<file path="config.mk">
export PLATFORM = sky130hd
export DESIGN_NAME = osc_voice
export DESIGN_NICKNAME = d
export VERILOG_FILES = /design/src/source/osc_pkg.sv /design/src/source/osc_period_timer.sv /design/src/source/osc_phase_fsm.sv /design/src/source/osc_voice.sv /design/src/source/osc_wave_shaper.sv
export SDC_FILE = /design/constraint.sdc
export NUM_CORES = 1
export LEC_CHECK = 0
export ABC_AREA = 1
export CAP_MARGIN = 20
export CELL_PAD_IN_SITES_DETAIL_PLACEMENT = 1
export CELL_PAD_IN_SITES_GLOBAL_PLACEMENT = 1
export CORE_ASPECT_RATIO = 1.4
export CORE_MARGIN = 4
export CORE_UTILIZATION = 48
export CTS_BUF_LIST = sky130_fd_sc_hd__clkbuf_16
export DETAILED_ROUTE_END_ITERATION = 10
export DONT_BUFFER_PORTS = 1
export MAX_ROUTING_LAYER = met4
export PLACE_DENSITY = 0.81
export SLEW_MARGIN = 30
export SYNTH_ARGS = -nofsm -noshare
export SYNTH_HDL_FRONTEND = slang
export SYNTH_SLANG_ARGS = --single-unit
</file>
<file path="constraint.sdc">
create_clock -name clk -period 2.2 [get_ports clk]
set_clock_uncertainty 0.1 [all_clocks]
set_input_delay 0.11 -clock clk [delete_from_list [all_inputs] [get_ports clk]]
set_output_delay 0.11 -clock clk [all_outputs]
set_load 0.01 [all_outputs]
</file>
<file path="src/source/osc_pkg.sv">
// Shared widths, phase encoding and waveform codes for the oscillator voice
// Count and sample widths are fixed here; the ramp mapping expects them equal
`default_nettype none

package osc_pkg;

  //////////////////////////////
  // Widths
  //////////////////////////////

  // Period, duty and running count all use this width
  localparam int COUNT_WIDTH  = 16;
  // Output samples are signed two's complement
  localparam int SAMPLE_WIDTH = 16;

  //////////////////////////////
  // Encodings
  //////////////////////////////

  // Voice phase as stepped by the sequencer
  typedef enum logic [1:0] {
    PHASE_IDLE   = 2'd0,
    PHASE_RELOAD = 2'd1,
    PHASE_HIGH   = 2'd2,
    PHASE_LOW    = 2'd3
  } phase_t;

  // Waveform select input codes
  localparam logic WAVE_PULSE = 1'b0;
  localparam logic WAVE_RAMP  = 1'b1;

  // Full scale levels of the pulse wave
  localparam logic signed [SAMPLE_WIDTH-1:0] SAMPLE_MAX = {1'b0, {(SAMPLE_WIDTH-1){1'b1}}};
  localparam logic signed [SAMPLE_WIDTH-1:0] SAMPLE_MIN = {1'b1, {(SAMPLE_WIDTH-1){1'b0}}};

endpackage

`default_nettype wire

</file>
<file path="src/source/osc_period_timer.sv">
// Period counter of the voice
// Needs period >= 2 and 1 <= duty <= period - 1, other settings are not handled
// Settings are sampled only while the phase is PHASE_RELOAD
`timescale 1ns/1ps
`default_nettype none

module osc_period_timer import osc_pkg::*; (
  input  logic                   clk,
  input  logic                   rst_n,
  input  phase_t                 phase,
  input  logic [COUNT_WIDTH-1:0] period,
  input  logic [COUNT_WIDTH-1:0] duty,
  output logic [COUNT_WIDTH-1:0] count,
  output logic                   duty_hit,
  output logic                   period_hit
);

  // Settings held for the whole cycle
  logic [COUNT_WIDTH-1:0] period_q;
  logic [COUNT_WIDTH-1:0] duty_q;

  // Last count value of each phase
  logic [COUNT_WIDTH-1:0] duty_last;
  logic [COUNT_WIDTH-1:0] period_last;

  //////////////////////////////
  // Settings latch
  //////////////////////////////

  // Only the reload phase opens the latch, so mid-cycle input changes wait
  always_ff @(posedge clk) begin
    if (phase == PHASE_RELOAD) begin
      period_q <= period;
      duty_q   <= duty;
    end
  end

  //////////////////////////////
  // Running count
  //////////////////////////////

  always_ff @(posedge clk or negedge rst_n) begin
    if (!rst_n) begin
      count <= '0;
    end else begin
      case (phase)
        // The count runs on through both active phases without a restart
        PHASE_HIGH, PHASE_LOW: count <= count + COUNT_WIDTH'(1);
        // Idle and reload both park the count at zero
        default:               count <= '0;
      endcase
    end
  end

  // End point flags, each valid only inside its own phase
  assign duty_last   = duty_q - COUNT_WIDTH'(1);
  assign period_last = period_q - COUNT_WIDTH'(1);

  assign duty_hit   = (phase == PHASE_HIGH) && (count == duty_last);
  assign period_hit = (phase == PHASE_LOW) && (count == period_last);

endmodule

`default_nettype wire

</file>
<file path="src/source/osc_phase_fsm.sv">
// Phase sequencer of the voice
// Reacts to the timer flags only and makes no count compares of its own
// A low enable wins over every other transition
`timescale 1ns/1ps
`default_nettype none

module osc_phase_fsm import osc_pkg::*; (
  input  logic   clk,
  input  logic   rst_n,
  input  logic   enable,
  input  logic   duty_hit,
  input  logic   period_hit,
  output phase_t phase
);

  phase_t phase_next;

  //////////////////////////////
  // Next state logic
  //////////////////////////////

  always_comb begin
    phase_next = phase;

    if (!enable) begin
      // Disable drops the voice straight to idle from any phase
      phase_next = PHASE_IDLE;
    end else begin
      case (phase)
        PHASE_IDLE: begin
          // First enabled edge starts a fresh cycle with a reload
          phase_next = PHASE_RELOAD;
        end

        PHASE_RELOAD: begin
          // Reload lasts a single clock
          phase_next = PHASE_HIGH;
        end

        PHASE_HIGH: begin
          // Leave the high part once the count reaches duty minus one
          if (duty_hit) begin
            phase_next = PHASE_LOW;
          end
        end

        PHASE_LOW: begin
          // End of period goes back to reload for the next cycle
          if (period_hit) begin
            phase_next = PHASE_RELOAD;
          end
        end

        default: begin
          phase_next = PHASE_IDLE;
        end
      endcase
    end
  end

  //////////////////////////////
  // Phase register
  //////////////////////////////

  // One full cycle spans period plus one clocks:
  // reload, then duty clocks high, then period minus duty clocks low
  always_ff @(posedge clk or negedge rst_n) begin
    if (!rst_n) begin
      phase <= PHASE_IDLE;
    end else begin
      phase <= phase_next;
    end
  end

endmodule

`default_nettype wire

</file>
<file path="src/source/osc_voice.sv">
// Single oscillator voice with a pulse or ramp output
// Settings are taken at each reload; illegal period or duty is not handled
// Produces one sample per clock with no back-pressure
`timescale 1ns/1ps
`default_nettype none

module osc_voice import osc_pkg::*; (
  input  logic                           clk,
  input  logic                           rst_n,
  input  logic                           enable,
  input  logic                           wave_sel,
  input  logic        [COUNT_WIDTH-1:0]  period,
  input  logic        [COUNT_WIDTH-1:0]  duty,
  output logic signed [SAMPLE_WIDTH-1:0] sample,
  output logic                           cycle_start
);

  // Shared phase from the sequencer
  phase_t phase;

  // Timer results
  logic [COUNT_WIDTH-1:0] count;
  logic                   duty_hit;
  logic                   period_hit;

  //////////////////////////////
  // Sequencer and timer
  //////////////////////////////

  // The timer owns the end point compares, the sequencer only follows them
  osc_phase_fsm i_osc_phase_fsm (
    .clk        (clk),
    .rst_n      (rst_n),
    .enable     (enable),
    .duty_hit   (duty_hit),
    .period_hit (period_hit),
    .phase      (phase)
  );

  osc_period_timer i_osc_period_timer (
    .clk        (clk),
    .rst_n      (rst_n),
    .phase      (phase),
    .period     (period),
    .duty       (duty),
    .count      (count),
    .duty_hit   (duty_hit),
    .period_hit (period_hit)
  );

  //////////////////////////////
  // Output stage
  //////////////////////////////

  osc_wave_shaper i_osc_wave_shaper (
    .clk         (clk),
    .rst_n       (rst_n),
    .phase       (phase),
    .count       (count),
    .wave_sel    (wave_sel),
    .sample      (sample),
    .cycle_start (cycle_start)
  );

endmodule

`default_nettype wire

</file>
<file path="src/source/osc_wave_shaper.sv">
// Sample generator for pulse and ramp waves
// Output is registered, so it trails the phase and count by one clock
// The ramp mapping assumes COUNT_WIDTH equals SAMPLE_WIDTH
`timescale 1ns/1ps
`default_nettype none

module osc_wave_shaper import osc_pkg::*; (
  input  logic                           clk,
  input  logic                           rst_n,
  input  phase_t                         phase,
  input  logic        [COUNT_WIDTH-1:0]  count,
  input  logic                           wave_sel,
  output logic signed [SAMPLE_WIDTH-1:0] sample,
  output logic                           cycle_start
);

  // Waveform in use for the current cycle
  logic wave_q;

  logic signed [SAMPLE_WIDTH-1:0] ramp_value;
  logic signed [SAMPLE_WIDTH-1:0] sample_next;

  //////////////////////////////
  // Select latch
  //////////////////////////////

  // Changes of the select only land at the start of a cycle
  always_ff @(posedge clk) begin
    if (phase == PHASE_RELOAD) begin
      wave_q <= wave_sel;
    end
  end

  //////////////////////////////
  // Sample selection
  //////////////////////////////

  // Flipping the top bit turns the unsigned count into a signed rising ramp
  assign ramp_value = signed'({~count[COUNT_WIDTH-1], count[COUNT_WIDTH-2:0]});

  always_comb begin
    case (phase)
      PHASE_HIGH: sample_next = (wave_q == WAVE_PULSE) ? SAMPLE_MAX : ramp_value;
      PHASE_LOW:  sample_next = (wave_q == WAVE_PULSE) ? SAMPLE_MIN : ramp_value;
      // Idle and reload output silence in either mode
      default:    sample_next = '0;
    endcase
  end

  //////////////////////////////
  // Output registers
  //////////////////////////////

  // The start strobe shares the sample's one clock delay
  always_ff @(posedge clk or negedge rst_n) begin
    if (!rst_n) begin
      sample      <= '0;
      cycle_start <= 1'b0;
    end else begin
      sample      <= sample_next;
      cycle_start <= (phase == PHASE_RELOAD);
    end
  end

endmodule

`default_nettype wire
</file>
==> results.json <==
{
  "dr.pass1.iters": 5,
  "power.share.sequential_pct": 39.9,
  "cts_tree": "built",
  "yosysTopAreaCell": "edfxtp_1",
  "synth_seq_area_share_pct": 50.9,
  "static-leakage-power_nw": 2.02,
  "final-hold-violation-count": 0,
  "place_inst": 518,
  "number_of_unique_standard_cell_types_used_by_synthesis": 31,
  "cp.required_ns": 2.33,
  "grt.total_usage_pct": 29.9,
  "mappedNetlistArea_um2": 3670,
  "cp-start-kind": "flip-flop",
  "num_vias": 3498,
  "design.final.nets": 522,
  "post-dp-hpwl_um": 7240,
  "timing_worst_setup_path_type": "reg -> reg",
  "postSynthRegisterBits": 68,
  "row_count": 37,
  "async_flop_share_pct": 51.5,
  "maxClockFrequency_mhz": 437,
  "htreeDepth": 3,
  "status": "finished with violations",
  "multi_input_comb_area_um2": 1800,
  "finalCriticalPeriod_ns": 2.29,
  "antenna_cells": 0,
  "pwr-share-clk_pct": 28.0,
  "p_comb_share_pct": 32.1,
  "die_h_um": 111,
  "pin_slew_with_the_least_headroom_to_its_limit_ns": 0.646,
  "grt_first_pass_wirelength_um": 19400,
  "ctsLongestPathBuffers": 2,
  "syn_area_per_cell_um2": 8.74,
  "drt_wl_total_um": 14500,
  "max_cap_viol_count": 0,
  "starting_utilization_of_the_core_area_pct": 49.6,
  "root_buffer": "clkbuf_16",
  "sw_frac_of_total_pct": 39.3,
  "area.growth.synth_to_final_pct": 30.5,
  "vdd_drop_max_mv": 0.718,
  "floorplan.die.width_um": 81.9,
  "worstHoldPathType": "in -> async",
  "critPathArrivalTime_ns": 2.42,
  "crit_fanout": 5,
  "cellInternalPower_w": 0.00321,
  "yosys_warnings": 0,
  "proportion_of_netlist_area_held_by_the_largest_area_contributor_pct": 27.0,
  "normalized_max_slew_margin_pct": 56.9,
  "synthFlopType": "dfrtp_1",
  "synthesis.nets": 462,
  "cts_buffers": 9,
  "detail_route.wl_per_cell_um": 24.9,
  "final-instance-count-excl-fill": 582,
  "setup_viol_count_final": 2,
  "cts.reportedPaths.clkPinSlew_ns": 0.06,
  "first_global_vias": 3685,
  "layout-drive-gt1-share_pct": 21.0,
  "drt_drc_violations_left": 0,
  "m1WireLength_um": 5240,
  "design_power_total_w": 0.00529,
  "clkLatencyLatePin_ns": 0.35,
  "violations": "negative setup slack",
  "floorplan.io_pins": 53,
  "postSynthCellCount": 420,
  "met3_wirelength_um": 797,
  "gp_routability_congestion": 0.850,
  "grt_setup_unrepaired": "true",
  "ys_top_cells_by_count": "96 x nand2_1, 51 x nor2_1, 43 x inv_1, 35 x dfrtp_1, 33 x edfxtp_1",
  "grt_overflow": 0,
  "synth.top_cells.by_area": "edfxtp_1 27%, dfrtp_1 24%, nand2_1 9.8%, nor2_1 5.2%, xnor2_1 4.5%",
  "end_kind": "flip-flop",
  "final.setup.tns_ns": -0.160,
  "die_area_um2": 9130,
  "finalMaxSlewViolations": 0,
  "synth_enable_flop_cells": 33,
  "grt_max_degree": 36,
  "setup_ws_ns": -0.0862,
  "vias_per_cell": 6.01,
  "detailroute.wirelength.met2_um": 7600,
  "number_of_buffers_added_on_ports": 0,
  "powerDensity_nw_per_um2": 1100,
  "fillCellCount": 810,
  "antenna_found_initial": 0,
  "synthMostInstantiatedCell": "nand2_1",
  "sequential_cell_area_um2": 1870,
  "timing.final.crit_share_pct": 104,
  "switch_pwr_w": 0.00208,
  "antenna_left": 0,
  "clock_sink_count": 68,
  "top_signal_layer_used": "met4",
  "initialDrtViolationCount": 265,
  "core_area_um2": 7410
}
-- registers in the layout, summed over array words and instances, names as in the netlist --
name / cells
i_osc_period_timer.count: 16
i_osc_period_timer.duty_q: 16
i_osc_period_timer.period_q: 16
i_osc_wave_shaper.sample: 16
i_osc_phase_fsm.phase: 2
i_osc_wave_shaper.cycle_start: 1
i_osc_wave_shaper.wave_q: 1
-- logic make-up after synthesis --
family	Yosys count	share of synthesized area, %
compound gates	39	5.59
buf+inv	54	5.69
fa+ha+maj	6	2.04
flops	68	50.9
xor+xnor	33	7.87
simple gates	220	27.9
-- routing by layer --
metal / track usage, % / up-vias
li1: - / 1481
met1: 32.1 / 1745
met2: 50.8 / 198
met3: 5.10 / 74
met4: 16.2 / 0
met5: - / -
-- power by group through the flow --
stage                     Sequential, W  Combinational (W)  Clock, W
after floorplan                 0.00195           0.000872         0
after global placement          0.00204            0.00113         0
after detailed placement        0.00204            0.00120         0
after CTS                       0.00203            0.00133   0.00145
after global routing            0.00214            0.00183   0.00152
final                           0.00211            0.00170   0.00148
-- critical path, cell delays in order (launching register included) --
cell and delay (ns):
edfxtp_1 0.54, nor2_4 0.25, nand2_1 0.14, nor2_4 0.18, nand2_1 0.09, nand3_1 0.16, nand3_2 0.13, nor2_2 0.15
nand3_2 0.08, nand3_2 0.11, nand2_2 0.08, nand2_1 0.09, nand2_2 0.07
-- final timing paths --
path,start,end,slack [ns],cells past startpoint
max in group asynchronous,rst_n,i_osc_period_timer.count[0]$_DFF_PN0_,1.68,2
min reg2reg,i_osc_period_timer.count[0]$_DFF_PN0_,i_osc_period_timer.count[0]$_DFF_PN0_,0.47,1
max reg2reg,i_osc_period_timer.duty_q[4]$_DFFE_PP_,i_osc_phase_fsm.phase[1]$_DFFE_PN0P_,-0.09,12
max,i_osc_period_timer.duty_q[4]$_DFFE_PP_,i_osc_phase_fsm.phase[1]$_DFFE_PN0P_,-0.09,12
min in group clk,duty[9],i_osc_period_timer.duty_q[9]$_DFFE_PP_,0.29,1
min,rst_n,i_osc_phase_fsm.phase[1]$_DFFE_PN0P_,0.12,2
-- through the flow --
| step | worst slack (ns) | instance area, µm² | hold WS, ns | utilization [%] |
|---|---|---|---|---|
| final | -0.0862 | 4790 | 0.122 | 64.7 |
| after global routing | -0.206 | 4790 | 0.144 | 64.7 |
| after CTS | 0.000904 | 4520 | 0.114 | 61.0 |
| after detailed placement | -0.0700 | 3820 | -0.285 | 51.6 |
| after global placement | 0.152 | 3820 | -0.285 | 51.6 |
| after floorplan | 0.223 | 3670 | -0.286 | - |
-- cell usage in the layout (no fill, tap or decap), types with 7 or more instances in the layout --
cell,count
clkbuf_16,11
buf_4,21
dlygate4sd3_1,35
nor2_4,15
dfrtp_1,34
xor2_1,13
nand3b_1,7
xnor2_1,19
nand2_2,12
inv_1,42
nand2_1,86
nor2_2,13
nand3_1,23
nor2_1,33
nand4_1,7
a21oi_1,31
nand3_2,11
edfxtp_1,33
-- cell type report --
cell class                      instances  area share (%)
Inverter                               46            3.60
Clock buffer                           11            5.74
Clock inverter                          5           0.470
Sequential cell                        68            39.0
Multi-Input combinational cell        298            37.7
Tap cell                               97            2.53
Timing Repair Buffer                   57            11.0
-- what timing repair did --
action | 4_1_cts | 5_1_grt
setup endpoints to repair | 2 | 5
cloned | 0 | 0
setup buffers | 0 | 12
endpoints found under the hold margin | 69 | 0
hold buffers | 36 | 0
resized for setup | 8 | 50
pin swaps | 0 | 16
Power figures use the tool's default switching activity.
